[src/rtl/immu_pkg.sv]
package immu_pkg;

	// Address and page geometry
	localparam int ADDR_W = 32;
	localparam int PAGE_BITS = 13;
	// 8 KiB pages, direct-mapped ITLB
	localparam int ITLB_SETS = 64;
	localparam int ITLB_IDX_W = $clog2(ITLB_SETS);
	// Tag sits above the set index
	localparam int MR_TAG_LSB = PAGE_BITS + ITLB_IDX_W;
	localparam int VPN_TAG_W = ADDR_W - MR_TAG_LSB;
	localparam int PPN_W = ADDR_W - PAGE_BITS;

	// Fetch address after reset
	localparam logic [ADDR_W-1:0] BOOT_ADR = 32'h0000_0100;

	// SPR map, set number in the low address bits
	localparam logic [ADDR_W-1:0] SPR_ITLB_MR_BASE = 32'h0000_1200;
	localparam logic [ADDR_W-1:0] SPR_ITLB_TR_BASE = 32'h0000_1300;
	// Address bit telling translate from match registers
	localparam int SPR_SEL_TR_BIT = 8;

	// Match register layout
	localparam int MR_V_BIT = 0;
	// Translate register layout
	localparam int TR_PPN_LSB = PAGE_BITS;
	localparam int TR_UXE_BIT = 7;
	localparam int TR_SXE_BIT = 6;
	localparam int TR_CI_BIT = 1;

	// Cache inhibit with translation off
	localparam logic IMMU_CI_DEFAULT = 1'b0;

	// Fetch tags, memory-side tags pass through as plain values
	typedef enum logic [3:0] {
		ITAG_NONE = 4'h0,
		ITAG_TE   = 4'hA,
		ITAG_PE   = 4'hB
	} itag_e;

	// SPR bus request as seen by the IMMU
	typedef struct packed {
		logic              cs;
		logic              write;
		logic [ADDR_W-1:0] addr;
		logic [31:0]       wdata;
	} spr_req_t;

	// One ITLB lookup result
	typedef struct packed {
		logic             hit;
		logic [PPN_W-1:0] ppn;
		logic             uxe;
		logic             sxe;
		logic             ci;
	} itlb_xlate_t;

endpackage

[src/rtl/immu_itlb.sv]
`timescale 1ns/100ps

module immu_itlb (
	input  logic                          clk,
	input  logic                          dis_spr_access_frst_clk,
	input  logic                          lookup_en_i,
	input  logic [immu_pkg::ADDR_W-1:0]   vaddr_i,
	input  immu_pkg::spr_req_t            spr_i,
	output logic [31:0]                   spr_dat_o,
	output immu_pkg::itlb_xlate_t         xlate_o
);
	import immu_pkg::*;

	// Match array, tag plus valid
	logic [VPN_TAG_W-1:0]  mr_tag [ITLB_SETS];
	logic [ITLB_SETS-1:0]  mr_valid;
	// Translate array
	logic [PPN_W-1:0]      tr_ppn [ITLB_SETS];
	logic [ITLB_SETS-1:0]  tr_uxe;
	logic [ITLB_SETS-1:0]  tr_sxe;
	logic [ITLB_SETS-1:0]  tr_ci;

	logic [ITLB_IDX_W-1:0] spr_idx;
	logic                  spr_sel_tr;
	logic                  spr_wr;
	logic [ITLB_IDX_W-1:0] lkp_idx;
	// Registered read side
	logic [ITLB_IDX_W-1:0] idx_q;
	logic [VPN_TAG_W-1:0]  vtag_q;
	logic                  sel_tr_q;
	logic                  lookup_q;

	// SPR set number and register select
	assign spr_idx = spr_i.addr[ITLB_IDX_W-1:0];
	assign spr_sel_tr = spr_i.addr[SPR_SEL_TR_BIT];
	assign spr_wr = spr_i.cs & spr_i.write;
	// Lookup set from virtual bits 18:13
	assign lkp_idx = vaddr_i[PAGE_BITS +: ITLB_IDX_W];

	// Index register, SPR access wins over lookup
	always_ff @(posedge clk) begin
		if (dis_spr_access_frst_clk) begin
			idx_q <= '0;
			sel_tr_q <= 1'b0;
			lookup_q <= 1'b0;
		end else begin
			lookup_q <= lookup_en_i & ~spr_i.cs;
			if (spr_i.cs) begin
				idx_q <= spr_idx;
				sel_tr_q <= spr_sel_tr;
			end else if (lookup_en_i) begin
				idx_q <= lkp_idx;
			end
		end
	end

	// Virtual tag for the compare one clock later
	always_ff @(posedge clk) begin
		if (lookup_en_i & ~spr_i.cs)
			vtag_q <= vaddr_i[MR_TAG_LSB +: VPN_TAG_W];
	end

	// Valid bits, the only array state that resets
	always_ff @(posedge clk) begin
		if (dis_spr_access_frst_clk)
			mr_valid <= '0;
		else if (spr_wr & ~spr_sel_tr)
			mr_valid[spr_idx] <= spr_i.wdata[MR_V_BIT];
	end

	// mtspr into match or translate entry
	always_ff @(posedge clk) begin
		if (spr_wr) begin
			if (spr_sel_tr) begin
				tr_ppn[spr_idx] <= spr_i.wdata[TR_PPN_LSB +: PPN_W];
				tr_uxe[spr_idx] <= spr_i.wdata[TR_UXE_BIT];
				tr_sxe[spr_idx] <= spr_i.wdata[TR_SXE_BIT];
				tr_ci[spr_idx] <= spr_i.wdata[TR_CI_BIT];
			end else begin
				mr_tag[spr_idx] <= spr_i.wdata[MR_TAG_LSB +: VPN_TAG_W];
			end
		end
	end

	// mfspr word, unimplemented bits read as zero
	always_comb begin
		spr_dat_o = '0;
		if (sel_tr_q) begin
			spr_dat_o[TR_PPN_LSB +: PPN_W] = tr_ppn[idx_q];
			spr_dat_o[TR_UXE_BIT] = tr_uxe[idx_q];
			spr_dat_o[TR_SXE_BIT] = tr_sxe[idx_q];
			spr_dat_o[TR_CI_BIT] = tr_ci[idx_q];
		end else begin
			spr_dat_o[MR_TAG_LSB +: VPN_TAG_W] = mr_tag[idx_q];
			spr_dat_o[MR_V_BIT] = mr_valid[idx_q];
		end
	end

	// Lookup result
	// Hit needs a lookup last clock and a matching valid tag
	always_comb begin
		xlate_o.hit = lookup_q & mr_valid[idx_q] & (mr_tag[idx_q] == vtag_q);
		xlate_o.ppn = tr_ppn[idx_q];
		xlate_o.uxe = tr_uxe[idx_q];
		xlate_o.sxe = tr_sxe[idx_q];
		xlate_o.ci = tr_ci[idx_q];
	end

endmodule

[src/rtl/immu_spr_gate.sv]
`timescale 1ns/100ps

module immu_spr_gate (
	input  logic        clk,
	input  logic        dis_spr_access_frst_clk,
	input  logic        spr_cs_i,
	input  logic        icpu_rty_i,
	input  logic [31:0] itlb_dat_i,
	output logic        spr_access_o,
	output logic [31:0] spr_dat_o
);

	// Access finishing markers
	logic        spr_first_clk_q;
	logic        spr_second_clk_q;
	// Held mfspr word
	logic [31:0] spr_rd_q;

	// First clock of access seen while fetch is retrying
	// Dropped retry means the fetch moved on
	always_ff @(posedge clk) begin
		if (dis_spr_access_frst_clk)
			spr_first_clk_q <= 1'b0;
		else if (!icpu_rty_i)
			spr_first_clk_q <= 1'b0;
		else if (spr_cs_i)
			spr_first_clk_q <= 1'b1;
	end

	// Second clock follows the first
	always_ff @(posedge clk) begin
		if (dis_spr_access_frst_clk)
			spr_second_clk_q <= 1'b0;
		else if (!icpu_rty_i)
			spr_second_clk_q <= 1'b0;
		else if (spr_first_clk_q)
			spr_second_clk_q <= 1'b1;
	end

	// ITLB sees cs only until the second marker
	assign spr_access_o = spr_cs_i & ~spr_second_clk_q;

	// Capture ITLB word while the access runs
	always_ff @(posedge clk) begin
		if (dis_spr_access_frst_clk)
			spr_rd_q <= '0;
		else if (spr_access_o)
			spr_rd_q <= itlb_dat_i;
	end

	// Live word during access, held word afterwards
	// keeps mfspr data after the ITLB returns to lookups
	assign spr_dat_o = spr_access_o ? itlb_dat_i : spr_rd_q;

endmodule

[src/rtl/immu_top.sv]
`timescale 1ns/100ps

module immu_top (
	input  logic                        clk,
	input  logic                        dis_spr_access_frst_clk,
	// Fetch side
	input  logic                        immu_en_i,
	input  logic                        supv_i,
	input  logic [immu_pkg::ADDR_W-1:0] icpu_adr_i,
	input  logic                        icpu_cycstb_i,
	output logic [immu_pkg::ADDR_W-1:0] icpu_adr_o,
	output immu_pkg::itag_e             icpu_tag_o,
	output logic                        icpu_rty_o,
	output logic                        icpu_err_o,
	output logic                        itlb_uxe_o,
	output logic                        itlb_sxe_o,
	// SPR bus
	input  immu_pkg::spr_req_t          spr_req_i,
	output logic [31:0]                 spr_dat_o,
	// Instruction memory port
	input  logic                        qmem_rty_i,
	input  logic                        qmem_err_i,
	input  logic [3:0]                  qmem_tag_i,
	output logic [immu_pkg::ADDR_W-1:0] qmem_adr_o,
	output logic                        qmem_cycstb_o,
	output logic                        qmem_ci_o
);
	import immu_pkg::*;

	// Boot address path
	logic [ADDR_W-1:0]      icpu_adr_default;
	logic                   icpu_adr_select;
	// Page tracking
	logic [PPN_W-1:0]       icpu_vpn_q;
	logic                   page_cross;
	logic [PAGE_BITS-3:0]   page_off;
	// SPR gating
	logic                   spr_access;
	spr_req_t               spr_gated;
	logic [31:0]            itlb_dat;
	// Lookup control
	itlb_xlate_t            xlate;
	logic                   itlb_en;
	logic                   itlb_en_q;
	logic                   itlb_done;
	// Exceptions
	logic                   miss;
	logic                   fault;
	logic                   xlate_ok;

	// Boot address select
	// Select flop holds boot value through reset and one clock after
	always_ff @(posedge clk) begin
		if (dis_spr_access_frst_clk) begin
			icpu_adr_select <= 1'b1;
		end else if (icpu_adr_select) begin
			icpu_adr_default <= BOOT_ADR;
			icpu_adr_select <= 1'b0;
		end else begin
			// Then the fetch address one clock late
			icpu_adr_default <= icpu_adr_i;
		end
	end

	assign icpu_adr_o = icpu_adr_select ? BOOT_ADR : icpu_adr_default;

	// VPN of previous cycle
	// Also supplies the page when translation is off
	always_ff @(posedge clk) begin
		if (dis_spr_access_frst_clk)
			icpu_vpn_q <= '0;
		else
			icpu_vpn_q <= icpu_adr_i[ADDR_W-1:PAGE_BITS];
	end

	// Page changed since last clock
	assign page_cross = icpu_adr_i[ADDR_W-1:PAGE_BITS] != icpu_vpn_q;

	// Word offset within the page
	assign page_off = icpu_adr_i[PAGE_BITS-1:2];

	// SPR access masking and mfspr data
	immu_spr_gate i_spr_gate (
		.clk                     (clk),
		.dis_spr_access_frst_clk (dis_spr_access_frst_clk),
		.spr_cs_i                (spr_req_i.cs),
		.icpu_rty_i              (icpu_rty_o),
		.itlb_dat_i              (itlb_dat),
		.spr_access_o            (spr_access),
		.spr_dat_o               (spr_dat_o)
	);

	// Request to ITLB with the gated strobe
	always_comb begin
		spr_gated = spr_req_i;
		spr_gated.cs = spr_access;
	end

	// Lookup on every translated fetch request
	assign itlb_en = immu_en_i & icpu_cycstb_i;

	immu_itlb i_itlb (
		.clk                     (clk),
		.dis_spr_access_frst_clk (dis_spr_access_frst_clk),
		.lookup_en_i             (itlb_en),
		.vaddr_i                 (icpu_adr_i),
		.spr_i                   (spr_gated),
		.spr_dat_o               (itlb_dat),
		.xlate_o                 (xlate)
	);

	// Lookup issued last clock without SPR traffic
	always_ff @(posedge clk) begin
		if (dis_spr_access_frst_clk)
			itlb_en_q <= 1'b0;
		else
			itlb_en_q <= itlb_en & ~spr_access;
	end

	// Result only counts on the same page
	assign itlb_done = itlb_en_q & ~page_cross;

	// TLB miss
	assign miss = itlb_done & ~xlate.hit;

	// Page fault when the current mode lacks execute permission
	assign fault = itlb_done & xlate.hit &
		((~supv_i & ~xlate.uxe) | (supv_i & ~xlate.sxe));

	// Permission bits of the looked up entry
	assign itlb_uxe_o = xlate.uxe;
	assign itlb_sxe_o = xlate.sxe;

	// Miss tag wins over fault tag
	always_comb begin
		if (miss)
			icpu_tag_o = ITAG_TE;
		else if (fault)
			icpu_tag_o = ITAG_PE;
		else
			icpu_tag_o = itag_e'(qmem_tag_i);
	end

	// Retry forwarded as is for back-pressure to fetch
	assign icpu_rty_o = qmem_rty_i;

	// Errors from translation or memory
	assign icpu_err_o = miss | fault | qmem_err_i;

	// Translated strobe needs a clean lookup and no SPR access
	assign xlate_ok = ~(miss | fault) & itlb_done & ~spr_access;

	// No strobe on first cycle of a new page
	always_comb begin
		if (immu_en_i)
			qmem_cycstb_o = icpu_cycstb_i & ~page_cross & xlate_ok;
		else
			qmem_cycstb_o = icpu_cycstb_i & ~page_cross;
	end

	// Entry ci when translating
	assign qmem_ci_o = immu_en_i ? xlate.ci : IMMU_CI_DEFAULT;

	// Word aligned physical address
	// Registered VPN when bypassed or lookup not done
	always_comb begin
		if (immu_en_i & itlb_done)
			qmem_adr_o = {xlate.ppn, page_off, 2'b00};
		else
			qmem_adr_o = {icpu_vpn_q, page_off, 2'b00};
	end

endmodule

[config.mk]
export PLATFORM = sky130hd
export DESIGN_NAME = immu_top
export DESIGN_NICKNAME = d
export VERILOG_FILES = /design/src/rtl/immu_pkg.sv /design/src/rtl/immu_itlb.sv /design/src/rtl/immu_spr_gate.sv /design/src/rtl/immu_top.sv
export SDC_FILE = /design/constraint.sdc
export NUM_CORES = 2
export LEC_CHECK = 0
export BUFFER_PORTS_ARGS = -buffer_cell sky130_fd_sc_hd__buf_2
export CAP_MARGIN = 10
export CORE_MARGIN = 1.5
export CORE_UTILIZATION = 58
export CTS_BUF_LIST = sky130_fd_sc_hd__clkbuf_4 sky130_fd_sc_hd__clkbuf_8
export CTS_CLUSTER_DIAMETER = 150
export DETAILED_ROUTE_END_ITERATION = 7
export HOLD_SLACK_MARGIN = 0.06
export PLACE_DENSITY = 0.78
export SETUP_SLACK_MARGIN = 0.5
export SLEW_MARGIN = 20
export SYNTH_ARGS = -nofsm -noshare
export SYNTH_HDL_FRONTEND = slang
export SYNTH_SLANG_ARGS = --single-unit
[constraint.sdc]
create_clock -name clk -period 3.3 [get_ports clk]
set_input_delay 0.33 -clock clk [delete_from_list [all_inputs] [get_ports clk]]
set_output_delay 0.33 -clock clk [all_outputs]
set_load 0.01 [all_outputs]
# Word-level counts from Yosys, hierarchy flattened
# Memories as Yosys holds them, arrays and structs flattened. A register that Yosys moved wholly into a read port is not among the register bits.
# Cells that the tools add are included.
dict set report op_classes {
  magnitude_cmp 3
  n_eq_ne 2
  mux 39
  bitwise 31
  reduce_logical 4
}
# cell count
set op_table {}
lappend op_table {{$bwmux W64} 4}
lappend op_table {{$mux W32} 3}
lappend op_table {{$mux W6} 7}
lappend op_table {{$bmux W1 S6} 4}
lappend op_table {{$ne A19 B19 Y1} 1}
lappend op_table {{$and A1 B1 Y1} 18}
lappend op_table {{$mux W1} 16}
lappend op_table {{$lt A6 B7 Y1 const B} 2}
lappend op_table {{$eq A13 B13 Y1} 1}
lappend op_table {{$mux W13} 1}
lappend op_table {{$not A1 Y1} 10}
lappend op_table {{$mux W4} 2}
lappend op_table {{$demux W1 S6} 1}
lappend op_table {{$ge A6 B1 Y1 const B} 1}
lappend op_table {{$or A1 B1 Y1} 3}
lappend op_table {{$mux W2} 1}
lappend op_table {{$reduce_and A2 Y1} 1}
lappend op_table {{$reduce_bool A2 Y1} 1}
lappend op_table {{$reduce_or A2 Y1} 1}
lappend op_table {{$logic_and A1 B1 Y1} 1}
dict set report word_totals {
  register_bits 363
  ramBits 2048
  in_bits 109
  out_inout_bits 106
  mem_count 2
}
# name words word_bits rd rd_clocked_by_memory_dff write_ports line
set memory_table {}
lappend memory_table {i_itlb.tr_ppn 64 19 1 1 1 immu_itlb.sv:18} ;# logic [PPN_W-1:0] tr_ppn [ITLB_SETS];
lappend memory_table {i_itlb.mr_tag 64 13 1 1 1 immu_itlb.sv:15} ;# logic [VPN_TAG_W-1:0] mr_tag [ITLB_SETS];

# Depth between registers and ports, before layout
dict set report depth {
  depth_word 12
  depth_mapped 15
  mapped_depth_nobuf 9
}

# Modules after synthesis
# From an unflattened synthesis, not the netlist that was laid out.
dict set report hier_totals {
  hier_cells 4448
  hier_area_um2 94627.0
}
# mod n_inst cells_per_inst area_per_inst_um2 seq_area_each_um2
set modules_own_cells {}
lappend modules_own_cells {immu_itlb 1 4033 89933.8 69216.4}
lappend modules_own_cells {immu_top 1 227 2660.1 1381.3}
lappend modules_own_cells {immu_spr_gate 1 188 2033.2 680.7}

# Least setup slack after synthesis
# Ideal clock, no wire load.
dict set report synth_path {
  kind {reg-to-output}
  from {register (tool-made name)}
  to {output spr_dat_o[31]}
  arrival_time_ps 3062
  setup_slack_ps -92
  path_stages_with_launch 13
  path_buffers 5
  path_cell_list {dfxtp_1 -> buf_4 -> buf_4 -> buf_2 -> buf_2 -> buf_1 -> mux4_2 -> mux4_2 -> mux2_2 -> nand2_1 -> o21ai_0 -> a211oi_1 -> nor2_1}
}
# element line
set synth_lines {}
lappend synth_lines {{to (decl)} immu_top.sv:19} ;# output logic [31:0] spr_dat_o,

==> impl_metrics.tcl <==
set metrics [dict create \
    outcome "finished, violations left" \
    violations "negative setup slack" \
    crit_chain "buf_12, buf_12, buf_12, mux4_2, mux2i_4, buf_6, o32ai_2, nor4_2, buf_4, xnor2_2, or3b_4, nor4_4, buf_4, nand4_1, a21oi_2, buf_2" \
    critical-path-top-delay-family "buffers and inverters" \
    grt_pass1_wl_mm 379 \
    setup_ws_ns -1.55 \
    cp.arrival_ns 4.52 \
    clkTransAtPathRegs_ns 0.07 \
    cp_max_fo 6 \
    multiInputGateArea_sq_um 22100 \
    design.die.area_sq_um 164000 \
    dr.pass1.iters 6 \
    wl_per_cell_um 35.6 \
    cts_buffers 373 \
    first_global_vias 52500 \
    hold_ws_ns 0.136 \
    vias 53900 \
    peakVddDrop_mv 0.407 \
    viasPerCell 6.75 \
    drtIter0Drc 9233 \
    slowest_delay_ns 0.54 \
    crit_top_cell "buf_12" \
    p_total_mw 65.0 \
    area_growth_pct 19.9 \
    clock_path_buffers 4 \
    placed_area_sq_um 102000 \
    postSynth.asyncResetShare_pct 0 \
    cp_slowest_cell "mux4_2" \
    seq_area_sq_um 71300 \
    fin_crit_sh_pct 147 \
    cp_num_buf_inv 7 \
    htreeDepth 5 \
    num-nets-final 5660 \
    path_class "flop to output pin" \
    ys_seq_area_share_pct 75.8 \
    die_h_um 406 \
    synth_edf_count 2285 \
    p_leak_nw 36.9 \
    synth_ff_type "edfxtp_1" \
    max_freq_mhz 206 \
    clkLatencyLatePin_ns 1.06 \
    coreArea_sq_um 161000 \
    maxSlewViolCount 0 \
    drive_gt1_share_pct 38.8 \
    clock-root-buffer "clkbuf_8" \
    power_density_nw_per_um2 577 \
    critPathLaunchType "flop" \
    die_x_um 406 \
    setup_violations 70 \
    postLayoutCellArea_sq_um 113000 \
    place.gp.congestion 0.959 \
    cts_sinks 2417 \
    hold_viol 0 \
    syn_area_sq_um 94000 \
    instances_no_fill 7985 \
    ys_warn_count 0 \
    gr-usage-all-layers_pct 33.1 \
    final_util_pct 70.1 \
    avgSynthCellArea_sq_um 20.8 \
    crit_path_end_kind "output pin" \
    cp_data_required_time_ns 2.97 \
    rows 147 \
    fin_crit_ns 4.85 \
    synthCells 4518 \
    antenna_found_initial 26 \
    drv_cap 0 \
    ys_types 66 \
    cts_tree "yes" \
    io-pin-count 215 \
    start_util_pct 58.5 \
    tightest_slew_ns 1.24 \
    hold_path_class "primary input to flop" \
    n_fill_cell 8807 \
    rsz0062_at_grt "yes" \
    hpwl_mm 162 \
    route.detailed.drc 0 \
    routed_wl_mm 284 \
    finalClockSkew_ns 0.0575 \
    grt_max_degree 129 \
    dp.cells 7122 \
    slew-limit-headroom_pct 16.8 \
    ys_seq_elements 2417 \
    gr-total-overflow 0 \
    port_buffers 178 \
    postRouteAntennaNets 0 \
]
synth_stat cells, drive strengths merged, types with 9 or more instances:
cell type	count	area (sq um)
edfxtp	2285	68600
mux4	592	13300
mux2i	211	2110
nor2	170	638
nand2	166	623
buf	156	1060
dfxtp	132	2640
clkbuf	124	465
nor2b	95	594
a21oi	94	470
o21ai	93	465
a22oi	47	353
and2	39	244
nand3	39	195
mux2	38	428
o22ai	25	156
xor2	22	193
and3	15	93.8
nor3	15	75.1
nand2b	12	75.1
a211oi	11	82.6
a22o	11	96.3
a221oi	10	87.6
nand4	9	56.3
nor4	9	81.3
worst paths after layout:
path	start	slack, ns	end	depth (start not counted)
max	flop	-1.55	qmem_cycstb_o	16
min	icpu_adr_i[0]	0.14	icpu_adr_default[0]$_SDFFCE_PP0N_	3
max reg2reg	flop	-0.27	i_spr_gate.spr_rd_q[24]$_SDFF_PP0_	12
min reg2reg	i_itlb.mr_valid[54]$_SDFFE_PP0P_	0.48	i_itlb.mr_valid[54]$_SDFFE_PP0P_	2
what timing repair did:
item,4_1_cts,5_1_grt
hold buffers,77,1
gates resized for setup,142,163
buffers inserted,56,50
cloned,10,20
endpoints found under the setup margin,839,298
hold endpoints to repair,1629,64
pin swaps,19,24
registers in the layout, summed over array words and instances, names as in the netlist, 6 cells and up, named ones only:
name,cells
i_itlb.mr_tag,832
i_itlb.tr_ci,64
i_itlb.idx_q,6
icpu_adr_default,32
i_itlb.mr_valid,64
i_itlb.tr_ppn,1216
i_itlb.tr_uxe,64
icpu_vpn_q,19
i_itlb.vtag_q,13
i_spr_gate.spr_rd_q,32
i_itlb.tr_sxe,64
final cells by class:
cell class,count,share of cell area [%]
Clock inverter,139,0.803
Multi-Input combinational cell,1814,19.6
Sequential cell,2417,63.3
Tap cell,2160,2.40
Clock buffer,499,5.53
Timing Repair Buffer,937,8.35
Inverter,8,0.0266
Antenna cell,11,0.0244
metrics by stage:
step	setup slack (ns)	setup TNS, ns
final	-1.55	-71.53
after global routing	-1.64	-73.68
after CTS	-1.51	-69.78
after detailed placement	-0.768	-29.61
after global placement	-0.821	-26.24
after floorplan	0.170	0
per-layer routing:
layer	GRT usage (%)	wire length, um	up-vias
li1	-	-	20700
met4	17.3	19100	20
met1	43.1	89600	27000
met2	49.9	130000	5031
met3	11.3	45200	1053
met5	0	156	-
cells by family after synthesis:
kind of cell	count (synthesis)	synth area share, %
AOI/OAI and AO/OA	348	2.33
xor gates and xnor gates	29	0.270
buffers and inverters	288	1.65
DFF	2417	75.8
muxes	841	16.9
other	1	0.00399
and+or+nand+nor	594	3.05
layout by cell type, fill, tap and decap left out, types with 16 or more instances in the layout:
cell,instances
buf_16,24
mux2_4,17
nor2b_1,91
buf_2,137
dfxtp_1,122
and2_1,33
buf_4,483
buf_6,79
mux2_2,21
nand2_1,146
nor2_2,64
edfxtp_1,2285
clkbuf_8,398
clkinv_1,78
mux2i_1,198
dlygate4sd3_1,78
o22ai_1,21
nand2_2,16
clkinv_2,42
xor2_1,22
a22oi_1,45
nor2_1,102
nand3_1,37
clkbuf_4,101
mux4_2,592
clkbuf_16,16
a21oi_1,80
buf_12,105
o21ai_0,76
tightest hold or removal path, stage by stage:
cell and delay, ns:
dlygate4sd3_1 0.52, buf_2 0.10, nor2b_1 0.11
power by group:
| group | internal (mW) | total (mW) | leakage, nW | switching (mW) |
|---|---|---|---|---|
| logic | 2.87 | 6.45 | 11.5 | 3.58 |
| registers | 33.6 | 33.7 | 21.7 | 0.111 |
| clock network | 13.1 | 24.8 | 3.78 | 11.7 |
(Power assumes the default switching activity.)
